$ cat src/design/core_pkg.sv
// shared types and instruction encodings of the integer subset
// ALU operation enum and the flush filler instruction

package core_pkg;

  // -------------------------------------------------------------------------
  // basic widths
  // -------------------------------------------------------------------------
  typedef logic [31:0] word_t;
  typedef logic [31:0] instr_t;
  typedef logic [4:0]  reg_idx_t;
  typedef logic [6:0]  opcode_t;
  typedef logic [2:0]  funct3_t;
  typedef logic [6:0]  funct7_t;

  // ALU operations, pass-through forwards operand b
  typedef enum logic [2:0] {
    AluAdd  = 3'd0,
    AluSub  = 3'd1,
    AluAnd  = 3'd2,
    AluOr   = 3'd3,
    AluXor  = 3'd4,
    AluSlt  = 3'd5,
    AluPass = 3'd6
  } alu_op_e;

  // -------------------------------------------------------------------------
  // opcodes
  // -------------------------------------------------------------------------
  localparam opcode_t OpcodeOp     = 7'b0110011;
  localparam opcode_t OpcodeOpImm  = 7'b0010011;
  localparam opcode_t OpcodeBranch = 7'b1100011;

  // funct3 for register and immediate forms
  localparam funct3_t Funct3AddSub = 3'b000;
  localparam funct3_t Funct3Slt    = 3'b010;
  localparam funct3_t Funct3Xor    = 3'b100;
  localparam funct3_t Funct3Or     = 3'b110;
  localparam funct3_t Funct3And    = 3'b111;

  // funct3 for branches
  localparam funct3_t Funct3Beq = 3'b000;
  localparam funct3_t Funct3Bne = 3'b001;

  // funct7 selects ADD or SUB
  localparam funct7_t Funct7Base = 7'b0000000;
  localparam funct7_t Funct7Sub  = 7'b0100000;

  // addi x0, x0, 0
  localparam instr_t NopInstr = 32'h0000_0013;

endpackage
$ cat src/design/mini_core.sv
// top level of the four-stage in-order core
// fetch, decode, execute and commit with write-back and forwarding

`timescale 1ns/1ps

module mini_core #(
  parameter core_pkg::word_t BootAddr = 32'h0
) (
  input  logic                clk_i,
  input  logic                rst_ni,
  input  core_pkg::instr_t    instr_i,
  output core_pkg::word_t     fetch_addr_o,
  output logic                commit_valid_o,
  output core_pkg::word_t     commit_pc_o,
  output core_pkg::reg_idx_t  commit_rd_o,
  output logic                commit_we_o,
  output core_pkg::word_t     commit_wdata_o,
  output logic                commit_illegal_o
);
  import core_pkg::*;

  // fetch to decode
  logic     if_valid;
  word_t    if_pc;
  instr_t   if_instr;

  // decode to execute
  logic     id_valid;
  word_t    id_pc;
  alu_op_e  id_alu_op;
  word_t    id_op_a;
  word_t    id_op_b;
  reg_idx_t id_rd;
  logic     id_we;
  logic     id_illegal;
  logic     id_is_branch;
  logic     id_branch_ne;
  word_t    id_branch_target;

  // execute to commit, fetch and decode
  logic     redirect;
  word_t    redirect_pc;
  logic     ex_valid;
  word_t    ex_pc;
  reg_idx_t ex_rd;
  logic     ex_we;
  word_t    ex_result;
  logic     ex_illegal;

  // commit write-back, also the second forwarding source
  logic     wr_en;
  reg_idx_t wr_idx;
  word_t    wr_data;

  // -------------------------------------------------------------------------
  // fetch
  // -------------------------------------------------------------------------
  fetch_stage #(
    .BootAddr      ( BootAddr     )
  ) i_fetch_stage (
    .clk_i         ( clk_i        ),
    .rst_ni        ( rst_ni       ),
    .redirect_i    ( redirect     ),
    .redirect_pc_i ( redirect_pc  ),
    .instr_i       ( instr_i      ),
    .fetch_addr_o  ( fetch_addr_o ),
    .if_valid_o    ( if_valid     ),
    .if_pc_o       ( if_pc        ),
    .if_instr_o    ( if_instr     )
  );

  // -------------------------------------------------------------------------
  // decode
  // -------------------------------------------------------------------------
  decode_stage i_decode_stage (
    .clk_i              ( clk_i            ),
    .rst_ni             ( rst_ni           ),
    .flush_i            ( redirect         ),
    .if_valid_i         ( if_valid         ),
    .if_pc_i            ( if_pc            ),
    .if_instr_i         ( if_instr         ),
    .fwd_ex_we_i        ( ex_we            ),
    .fwd_ex_rd_i        ( ex_rd            ),
    .fwd_ex_data_i      ( ex_result        ),
    .fwd_cm_we_i        ( wr_en            ),
    .fwd_cm_rd_i        ( wr_idx           ),
    .fwd_cm_data_i      ( wr_data          ),
    .wr_en_i            ( wr_en            ),
    .wr_idx_i           ( wr_idx           ),
    .wr_data_i          ( wr_data          ),
    .id_valid_o         ( id_valid         ),
    .id_pc_o            ( id_pc            ),
    .id_alu_op_o        ( id_alu_op        ),
    .id_op_a_o          ( id_op_a          ),
    .id_op_b_o          ( id_op_b          ),
    .id_rd_o            ( id_rd            ),
    .id_we_o            ( id_we            ),
    .id_illegal_o       ( id_illegal       ),
    .id_is_branch_o     ( id_is_branch     ),
    .id_branch_ne_o     ( id_branch_ne     ),
    .id_branch_target_o ( id_branch_target )
  );

  // -------------------------------------------------------------------------
  // execute
  // -------------------------------------------------------------------------
  execute_stage i_execute_stage (
    .id_valid_i         ( id_valid         ),
    .id_pc_i            ( id_pc            ),
    .id_alu_op_i        ( id_alu_op        ),
    .id_op_a_i          ( id_op_a          ),
    .id_op_b_i          ( id_op_b          ),
    .id_rd_i            ( id_rd            ),
    .id_we_i            ( id_we            ),
    .id_illegal_i       ( id_illegal       ),
    .id_is_branch_i     ( id_is_branch     ),
    .id_branch_ne_i     ( id_branch_ne     ),
    .id_branch_target_i ( id_branch_target ),
    .redirect_o         ( redirect         ),
    .redirect_pc_o      ( redirect_pc      ),
    .ex_valid_o         ( ex_valid         ),
    .ex_pc_o            ( ex_pc            ),
    .ex_rd_o            ( ex_rd            ),
    .ex_we_o            ( ex_we            ),
    .ex_result_o        ( ex_result        ),
    .ex_illegal_o       ( ex_illegal       )
  );

  // -------------------------------------------------------------------------
  // commit
  // -------------------------------------------------------------------------
  commit_stage i_commit_stage (
    .clk_i            ( clk_i            ),
    .rst_ni           ( rst_ni           ),
    .ex_valid_i       ( ex_valid         ),
    .ex_pc_i          ( ex_pc            ),
    .ex_rd_i          ( ex_rd            ),
    .ex_we_i          ( ex_we            ),
    .ex_result_i      ( ex_result        ),
    .ex_illegal_i     ( ex_illegal       ),
    .wr_en_o          ( wr_en            ),
    .wr_idx_o         ( wr_idx           ),
    .wr_data_o        ( wr_data          ),
    .commit_valid_o   ( commit_valid_o   ),
    .commit_pc_o      ( commit_pc_o      ),
    .commit_rd_o      ( commit_rd_o      ),
    .commit_we_o      ( commit_we_o      ),
    .commit_wdata_o   ( commit_wdata_o   ),
    .commit_illegal_o ( commit_illegal_o )
  );

endmodule

$ cat src/design/commit_stage.sv
// commit stage holding the retirement record
// drives the register-file write port and the commit outputs

`timescale 1ns/1ps

module commit_stage (
  input  logic                clk_i,
  input  logic                rst_ni,
  input  logic                ex_valid_i,
  input  core_pkg::word_t     ex_pc_i,
  input  core_pkg::reg_idx_t  ex_rd_i,
  input  logic                ex_we_i,
  input  core_pkg::word_t     ex_result_i,
  input  logic                ex_illegal_i,
  output logic                wr_en_o,
  output core_pkg::reg_idx_t  wr_idx_o,
  output core_pkg::word_t     wr_data_o,
  output logic                commit_valid_o,
  output core_pkg::word_t     commit_pc_o,
  output core_pkg::reg_idx_t  commit_rd_o,
  output logic                commit_we_o,
  output core_pkg::word_t     commit_wdata_o,
  output logic                commit_illegal_o
);
  import core_pkg::*;

  logic     valid_q;
  logic     we_q;
  logic     illegal_q;
  word_t    pc_q;
  reg_idx_t rd_q;
  word_t    result_q;

  always_ff @(posedge clk_i or negedge rst_ni) begin
    if (!rst_ni) begin
      valid_q   <= 1'b0;
      we_q      <= 1'b0;
      illegal_q <= 1'b0;
    end else begin
      valid_q   <= ex_valid_i;
      we_q      <= ex_we_i;
      illegal_q <= ex_illegal_i;
    end
  end

  always_ff @(posedge clk_i) begin
    pc_q     <= ex_pc_i;
    rd_q     <= ex_rd_i;
    result_q <= ex_result_i;
  end

  // write-back takes effect at the next edge
  assign wr_en_o   = valid_q & we_q;
  assign wr_idx_o  = rd_q;
  assign wr_data_o = result_q;

  // retirement record
  assign commit_valid_o   = valid_q;
  assign commit_pc_o      = pc_q;
  assign commit_rd_o      = rd_q;
  assign commit_we_o      = valid_q & we_q;
  assign commit_wdata_o   = result_q;
  assign commit_illegal_o = valid_q & illegal_q;

endmodule

$ cat src/design/execute_stage.sv
// execute stage with ALU and branch resolution
// raises the redirect for taken branches

`timescale 1ns/1ps

module execute_stage (
  input  logic                id_valid_i,
  input  core_pkg::word_t     id_pc_i,
  input  core_pkg::alu_op_e   id_alu_op_i,
  input  core_pkg::word_t     id_op_a_i,
  input  core_pkg::word_t     id_op_b_i,
  input  core_pkg::reg_idx_t  id_rd_i,
  input  logic                id_we_i,
  input  logic                id_illegal_i,
  input  logic                id_is_branch_i,
  input  logic                id_branch_ne_i,
  input  core_pkg::word_t     id_branch_target_i,
  output logic                redirect_o,
  output core_pkg::word_t     redirect_pc_o,
  output logic                ex_valid_o,
  output core_pkg::word_t     ex_pc_o,
  output core_pkg::reg_idx_t  ex_rd_o,
  output logic                ex_we_o,
  output core_pkg::word_t     ex_result_o,
  output logic                ex_illegal_o
);
  import core_pkg::*;

  word_t alu_result;
  logic  operands_eq;
  logic  branch_taken;

  always_comb begin
    case (id_alu_op_i)
      AluAdd:  alu_result = id_op_a_i + id_op_b_i;
      AluSub:  alu_result = id_op_a_i - id_op_b_i;
      AluAnd:  alu_result = id_op_a_i & id_op_b_i;
      AluOr:   alu_result = id_op_a_i | id_op_b_i;
      AluXor:  alu_result = id_op_a_i ^ id_op_b_i;
      AluSlt:  alu_result = {31'b0, $signed(id_op_a_i) < $signed(id_op_b_i)};
      default: alu_result = id_op_b_i;
    endcase
  end

  // -------------------------------------------------------------------------
  // branch resolution
  // -------------------------------------------------------------------------
  assign operands_eq  = (id_op_a_i == id_op_b_i);
  assign branch_taken = id_branch_ne_i ? ~operands_eq : operands_eq;

  // not-taken branches fall through, so there is no prediction to repair
  assign redirect_o    = id_valid_i & id_is_branch_i & branch_taken;
  assign redirect_pc_o = id_branch_target_i;

  // stage values for commit and for forwarding into decode
  assign ex_valid_o   = id_valid_i;
  assign ex_pc_o      = id_pc_i;
  assign ex_rd_o      = id_rd_i;
  assign ex_we_o      = id_valid_i & id_we_i;
  assign ex_result_o  = alu_result;
  assign ex_illegal_o = id_valid_i & id_illegal_i;

endmodule

$ cat src/design/decode_stage.sv
// decode stage with instruction decoder, immediates and branch target
// operand read with forwarding from execute and commit
// decode pipeline register

`timescale 1ns/1ps

module decode_stage (
  input  logic                clk_i,
  input  logic                rst_ni,
  input  logic                flush_i,
  // from fetch
  input  logic                if_valid_i,
  input  core_pkg::word_t     if_pc_i,
  input  core_pkg::instr_t    if_instr_i,
  // forwarding sources
  input  logic                fwd_ex_we_i,
  input  core_pkg::reg_idx_t  fwd_ex_rd_i,
  input  core_pkg::word_t     fwd_ex_data_i,
  input  logic                fwd_cm_we_i,
  input  core_pkg::reg_idx_t  fwd_cm_rd_i,
  input  core_pkg::word_t     fwd_cm_data_i,
  // write-back from commit
  input  logic                wr_en_i,
  input  core_pkg::reg_idx_t  wr_idx_i,
  input  core_pkg::word_t     wr_data_i,
  // to execute
  output logic                id_valid_o,
  output core_pkg::word_t     id_pc_o,
  output core_pkg::alu_op_e   id_alu_op_o,
  output core_pkg::word_t     id_op_a_o,
  output core_pkg::word_t     id_op_b_o,
  output core_pkg::reg_idx_t  id_rd_o,
  output logic                id_we_o,
  output logic                id_illegal_o,
  output logic                id_is_branch_o,
  output logic                id_branch_ne_o,
  output core_pkg::word_t     id_branch_target_o
);
  import core_pkg::*;

  opcode_t  opcode;
  funct3_t  funct3;
  funct7_t  funct7;
  reg_idx_t rs1;
  reg_idx_t rs2;
  reg_idx_t rd;
  word_t    imm_i;
  word_t    imm_b;
  word_t    rs1_rf;
  word_t    rs2_rf;
  word_t    rs1_val;
  word_t    rs2_val;
  alu_op_e  alu_op;
  logic     dec_we;
  logic     illegal;
  logic     is_branch;
  logic     branch_ne;
  logic     use_imm;

  // -------------------------------------------------------------------------
  // instruction fields
  // -------------------------------------------------------------------------
  assign opcode = if_instr_i[6:0];
  assign rd     = if_instr_i[11:7];
  assign funct3 = if_instr_i[14:12];
  assign rs1    = if_instr_i[19:15];
  assign rs2    = if_instr_i[24:20];
  assign funct7 = if_instr_i[31:25];

  assign imm_i = {{20{if_instr_i[31]}}, if_instr_i[31:20]};
  assign imm_b = {{19{if_instr_i[31]}}, if_instr_i[31], if_instr_i[7],
                  if_instr_i[30:25], if_instr_i[11:8], 1'b0};

  // -------------------------------------------------------------------------
  // decoder
  // -------------------------------------------------------------------------
  always_comb begin
    alu_op    = AluPass;
    dec_we    = 1'b0;
    illegal   = 1'b0;
    is_branch = 1'b0;
    branch_ne = 1'b0;
    use_imm   = 1'b0;
    case (opcode)
      OpcodeOp: begin
        dec_we = 1'b1;
        if (funct7 == Funct7Base) begin
          case (funct3)
            Funct3AddSub: alu_op = AluAdd;
            Funct3Slt:    alu_op = AluSlt;
            Funct3Xor:    alu_op = AluXor;
            Funct3Or:     alu_op = AluOr;
            Funct3And:    alu_op = AluAnd;
            default:      illegal = 1'b1;
          endcase
        end else if (funct7 == Funct7Sub && funct3 == Funct3AddSub) begin
          alu_op = AluSub;
        end else begin
          illegal = 1'b1;
        end
      end
      OpcodeOpImm: begin
        dec_we  = 1'b1;
        use_imm = 1'b1;
        case (funct3)
          Funct3AddSub: alu_op = AluAdd;
          Funct3Xor:    alu_op = AluXor;
          Funct3Or:     alu_op = AluOr;
          Funct3And:    alu_op = AluAnd;
          default:      illegal = 1'b1;
        endcase
      end
      OpcodeBranch: begin
        is_branch = 1'b1;
        case (funct3)
          Funct3Beq: branch_ne = 1'b0;
          Funct3Bne: branch_ne = 1'b1;
          default:   illegal = 1'b1;
        endcase
      end
      default: illegal = 1'b1;
    endcase
    // illegal words retire without side effects
    if (illegal) begin
      dec_we    = 1'b0;
      is_branch = 1'b0;
    end
    if (rd == '0) begin
      dec_we = 1'b0;
    end
  end

  // -------------------------------------------------------------------------
  // operand read and forwarding
  // -------------------------------------------------------------------------
  regfile i_regfile (
    .clk_i      ( clk_i     ),
    .rst_ni     ( rst_ni    ),
    .rs1_i      ( rs1       ),
    .rs2_i      ( rs2       ),
    .rs1_data_o ( rs1_rf    ),
    .rs2_data_o ( rs2_rf    ),
    .wr_en_i    ( wr_en_i   ),
    .wr_idx_i   ( wr_idx_i  ),
    .wr_data_i  ( wr_data_i )
  );

  // youngest producer is applied last; write enables are never set for x0
  always_comb begin
    rs1_val = rs1_rf;
    rs2_val = rs2_rf;
    if (fwd_cm_we_i && fwd_cm_rd_i == rs1) rs1_val = fwd_cm_data_i;
    if (fwd_cm_we_i && fwd_cm_rd_i == rs2) rs2_val = fwd_cm_data_i;
    if (fwd_ex_we_i && fwd_ex_rd_i == rs1) rs1_val = fwd_ex_data_i;
    if (fwd_ex_we_i && fwd_ex_rd_i == rs2) rs2_val = fwd_ex_data_i;
  end

  // -------------------------------------------------------------------------
  // pipeline register
  // -------------------------------------------------------------------------
  always_ff @(posedge clk_i or negedge rst_ni) begin
    if (!rst_ni) begin
      id_valid_o     <= 1'b0;
      id_we_o        <= 1'b0;
      id_illegal_o   <= 1'b0;
      id_is_branch_o <= 1'b0;
    end else if (flush_i || !if_valid_i) begin
      // bubble
      id_valid_o     <= 1'b0;
      id_we_o        <= 1'b0;
      id_illegal_o   <= 1'b0;
      id_is_branch_o <= 1'b0;
    end else begin
      id_valid_o     <= 1'b1;
      id_we_o        <= dec_we;
      id_illegal_o   <= illegal;
      id_is_branch_o <= is_branch;
    end
  end

  always_ff @(posedge clk_i) begin
    id_pc_o            <= if_pc_i;
    id_alu_op_o        <= alu_op;
    id_op_a_o          <= rs1_val;
    id_op_b_o          <= use_imm ? imm_i : rs2_val;
    id_rd_o            <= rd;
    id_branch_ne_o     <= branch_ne;
    id_branch_target_o <= if_pc_i + imm_b;
  end

endmodule

$ cat src/design/fetch_stage.sv
// fetch stage with the PC register and the instruction request
// fetch pipeline register, cleared on a branch redirect

`timescale 1ns/1ps

module fetch_stage #(
  parameter core_pkg::word_t BootAddr = '0
) (
  input  logic              clk_i,
  input  logic              rst_ni,
  input  logic              redirect_i,
  input  core_pkg::word_t   redirect_pc_i,
  input  core_pkg::instr_t  instr_i,
  output core_pkg::word_t   fetch_addr_o,
  output logic              if_valid_o,
  output core_pkg::word_t   if_pc_o,
  output core_pkg::instr_t  if_instr_o
);
  import core_pkg::*;

  word_t pc_q;
  word_t pc_next;

  // memory answers in the same cycle
  assign fetch_addr_o = pc_q;

  // taken branch from execute wins over sequential fetch
  assign pc_next = redirect_i ? redirect_pc_i : pc_q + 32'd4;

  always_ff @(posedge clk_i or negedge rst_ni) begin
    if (!rst_ni) begin
      pc_q       <= BootAddr;
      if_valid_o <= 1'b0;
    end else begin
      pc_q       <= pc_next;
      // the word fetched this cycle is on the wrong path
      if_valid_o <= ~redirect_i;
    end
  end

  always_ff @(posedge clk_i) begin
    if_pc_o    <= pc_q;
    if_instr_o <= redirect_i ? NopInstr : instr_i;
  end

endmodule

$ cat src/design/regfile.sv
// integer register file, 31 registers with x0 hard-wired to zero
// two asynchronous read ports and one write port

`timescale 1ns/1ps

module regfile (
  input  logic               clk_i,
  input  logic               rst_ni,
  input  core_pkg::reg_idx_t rs1_i,
  input  core_pkg::reg_idx_t rs2_i,
  output core_pkg::word_t    rs1_data_o,
  output core_pkg::word_t    rs2_data_o,
  input  logic               wr_en_i,
  input  core_pkg::reg_idx_t wr_idx_i,
  input  core_pkg::word_t    wr_data_i
);
  import core_pkg::*;

  word_t regs_q [1:31];

  always_ff @(posedge clk_i or negedge rst_ni) begin
    if (!rst_ni) begin
      for (int i = 1; i < 32; i++) begin
        regs_q[i] <= '0;
      end
    end else if (wr_en_i && wr_idx_i != '0) begin
      regs_q[wr_idx_i] <= wr_data_i;
    end
  end

  // index 0 has no storage
  assign rs1_data_o = (rs1_i == '0) ? '0 : regs_q[rs1_i];
  assign rs2_data_o = (rs2_i == '0) ? '0 : regs_q[rs2_i];

endmodule

$ cat config.mk
export PLATFORM = sky130hd
export DESIGN_NAME = mini_core
export DESIGN_NICKNAME = d
export VERILOG_FILES = /design/src/design/core_pkg.sv /design/src/design/mini_core.sv /design/src/design/commit_stage.sv /design/src/design/execute_stage.sv /design/src/design/decode_stage.sv /design/src/design/fetch_stage.sv /design/src/design/regfile.sv
export SDC_FILE = /design/constraint.sdc
export NUM_CORES = 2
export LEC_CHECK = 0
export ABC_AREA = 1
export BUFFER_PORTS_ARGS = -buffer_cell sky130_fd_sc_hd__buf_2
export CAP_MARGIN = 30
export CORE_ASPECT_RATIO = 0.6
export CORE_MARGIN = 10
export CORE_UTILIZATION = 30
export CTS_CLUSTER_SIZE = 25
export DETAILED_ROUTE_END_ITERATION = 16
export PLACE_DENSITY = 0.41
export SETUP_SLACK_MARGIN = 0.02
export SLEW_MARGIN = 20
export SYNTH_ARGS = -nofsm -noshare
export SYNTH_HDL_FRONTEND = slang
export SYNTH_SLANG_ARGS = --single-unit
$ cat constraint.sdc
create_clock -name clk_i -period 2.8 [get_ports clk_i]
set_input_delay 0.28 -clock clk_i [delete_from_list [all_inputs] [get_ports clk_i]]
set_output_delay 0.28 -clock clk_i [all_outputs]
set_load 0.005 [all_outputs]
==> flow_summary.ini <==
[sta]
worst-slew-pin-transition_ns = 0.876
max_transition_margin_pct = 41.1
finalMaxSlewViolations = 0
maxClockFrequency_ghz = 0.362
final.setup.worst_slack_ns = 0.0362
shortest_period_the_worst_path_allows_ns = 2.76
hold_violations = 0
finalHoldWorstSlack_ns = 0.176
layout_worst_path_cycle_share_pct = 98.7
rsz0062_at_grt = yes
finalSetupViolCount = 0
final.setup_skew_ns = 0.0575

[cells_and_area]
multi_input_gate_area_mm2 = 0.0342
areaGrowthSynthToFinish_pct = 20.9
stdcell_count = 13200
ff_latch_area_mm2 = 0.0312
fillers = 24800
largest-register = i_decode_stage.i_regfile.regs_q
finalNetCount = 10100
mostFrequentLayoutCells = nand2_1, o21ai_0, dfrtp_1, inv_1, nand3_1
largest_register_ffs = 992
drive_gt1_share_pct = 13.9
layout.cells.most_common = nand2_1
final_area_mm2 = 0.0866

[clocking]
cts-root-to-sink-buffers = 4
cts_buffers = 149
cts_max_level = 4
cts_sinks = 1301
worst_skew_pair.late_latency_ns = 0.84
cts_tree = yes
ctsRootBufferMaster = clkbuf_16
cts.clk_slew.worst_paths_ns = 0.07

[synth]
yosys.cell_types.count = 61
yosys-top-cells-area = dfrtp_1, nand2_1, o21ai_0, dfxtp_1, nand3_1
synth_top_area_cell = dfrtp_1
ys_async_sr_fraction_pct = 79.3
postSynthAreaPerCell_um2 = 7.43
postSynthNetCount = 9813
synthesis.instances = 9641
synth_ff_type = dfrtp_1
synth-seq-cells = 1301
synth.yosys.warnings = 0
edff_count_synth = 0
synth_top_cell_area_share_pct = 36.0
netlist_area_mm2 = 0.0717
synth-seq-area-share_pct = 43.6

[placement]
dpl.cell_count = 12900
gp_routability_congestion = 0.979
port_buffers = 137
post_detail_place_hpwl_um = 241000
pre_cts_slack_ns = -0.311
placed_cell_area_mm2 = 0.0806

[floorplanning]
floorplan.initialDensity_pct = 30.3
coreArea_mm2 = 0.237
io_pins = 138
fp.dieW_um = 651
dieArea_mm2 = 0.259
die_h_um = 399
fp-row-count = 138

[detailed_routing]
number_of_design_rule_violations_left_after_detail_routing = 0
vias = 73100
route.detailed.vias_per_inst = 5.53
drt-wirelength-per-cell_um = 27.6
first_drt_iteration_drcs = 9252
drt_wl_total_um = 366000
postRouteAntennaNets = 0
detailedRoute.firstPassIterationCount = 6

[critical_path]
worstRegToRegCells = 16
critical_path_arrival_ns = 3.46
crit_path_start_kind = flip-flop
crit_chain = inv_1 -> ha_1 -> nand2_1 -> buf_4 -> nor2_1 -> nand2_2 -> nor2_1 -> nand2_2 -> nand2_1 -> nand2_1 -> nand3_1 -> nand2_1 -> inv_1 -> nand4_1 -> nand2_1 -> nand2_1
cp_required_ns = 3.49
cp_max_fo = 4
cp-end-kind = flip-flop
critPathKind = reg2reg
reg2reg_setup_slack_ns = 0.04
critical_path.slowest_cell = dfxtp_4
critPathMostFrequentCell = nand2_1
critical_path.max_stage_delay_ns = 0.40

[run_status]
outcome = finished clean

[min_path]
hold-path-cell-count = 3
min_path_type = in2reg

[power_and_ir_drop]
maximum_ir_drop_on_the_vdd_rail_mv = 0.415
totalPowerFinal_mw = 49.4
power.density_mw_per_mm2 = 570
power_leakage_nw = 39.2

[job]
number_of_max_cap_violations = 0

[global_route]
grt_max_degree = 107
antenna_violations_before_repair = 16
wire_length_of_the_first_global_routing_pass_um = 519000
first_global_vias = 68200
leftover_overflow_at_the_end_of_global_routing = 0
grt_util_all_layers_pct = 26.9
Yosys cell counts, types with 4 or more instances:
cell,instances
xor2_1,35
o21bai_1,11
nor3_1,33
clkbuf_1,439
o21ai_0,1568
o21ai_1,127
o221ai_1,51
buf_6,35
o2111ai_1,251
nand2_2,9
a21o_1,9
nand2_1,2216
buf_1,39
xnor2_1,20
a31oi_1,14
and2_1,5
nand3_2,5
inv_2,16
buf_2,253
a221oi_1,7
ha_1,135
nand3_1,864
nand4_1,46
buf_4,18
nor2_4,4
inv_1,888
dfrtp_1,1032
clkinv_1,5
nor3_2,14
nor2_1,299
o211ai_1,133
a21oi_1,651
a211oi_1,10
a22oi_1,6
or2_2,5
nand3b_1,4
nor4_1,10
dfxtp_1,269
o22ai_1,71
metal layers:
layer	track usage, %	up-vias	wire [µm]
met3	5.24	542	33700
met5	0	-	40
met2	36.9	3513	142000
met1	42.0	35900	179000
met4	7.24	6	10800
li1	-	33200	-
final timing paths:
path / start / endpoint
max in group asynchronous: rst_ni / i_decode_stage.i_regfile.regs_q[390]
setup / recovery: i_decode_stage.id_op_a_o[18] / i_decode_stage.id_op_b_o[26]
min in group asynchronous: rst_ni / i_decode_stage.i_regfile.regs_q[303]
hold reg to reg: i_decode_stage.id_pc_o[5] / i_commit_stage.commit_pc_o[5]
hold / removal: instr_i[1] / i_fetch_stage.if_instr_o[1]
setup reg to reg: i_decode_stage.id_op_a_o[18] / i_decode_stage.id_op_b_o[26]
metrics by stage:
step	setup TNS [ns]	util, %
floorplan	0	-
global placement	-4.84	34.0
detailed placement	-4.27	34.0
CTS	0	36.3
global route	-0.0425	36.6
finish	0	36.6
worst max-delay path, delay by kind of cell (launching register included):
family / cells / cell delay, ns
buffers and inverters: 3 / 0.32
DFF: 1 / 0.40
adders and majority gates: 1 / 0.38
and+or+nand+nor: 12 / 1.52
timing repair:
item | CTS | global route
hold buffers | 34 | 0
cloned | 0 | 2
endpoints found under the hold margin | 608 | 0
resized for setup | 35 | 146
pin swaps | 2 | 15
buffers inserted | 1 | 19
setup endpoints to repair | 72 | 103
cell type report:
class	instances	share of cell area (%)
clock buffer	215	5.06
sequential	1301	36.1
antenna	7	0.0202
tap	3150	4.55
clock inverter	39	0.480
inverter	910	4.04
multi-input combinational	6644	39.5
timing repair buffer	961	10.2
timing repair inverter	1	0.0101
power breakdown:
part / leakage, nW / switching (mW) / internal [mW] / total [mW]
sequential: 16.6 / 0.322 / 19.0 / 19.3
combinational: 20.2 / 6.65 / 3.14 / 9.79
clock: 2.37 / 8.77 / 11.5 / 20.3
logic make-up after synthesis:
| kind of cell | count (synthesis) | synth area share [%] |
|---|---|---|
| DFF | 1301 | 43.6 |
| buffers and inverters | 1696 | 9.81 |
| adders and majority gates | 138 | 2.44 |
| xor gates and xnor gates | 55 | 0.672 |
| and+or+nand+nor | 3530 | 20.7 |
| AOI/OAI and AO/OA | 2921 | 22.8 |
No activity file was read; power rests on OpenSTA's default activity.
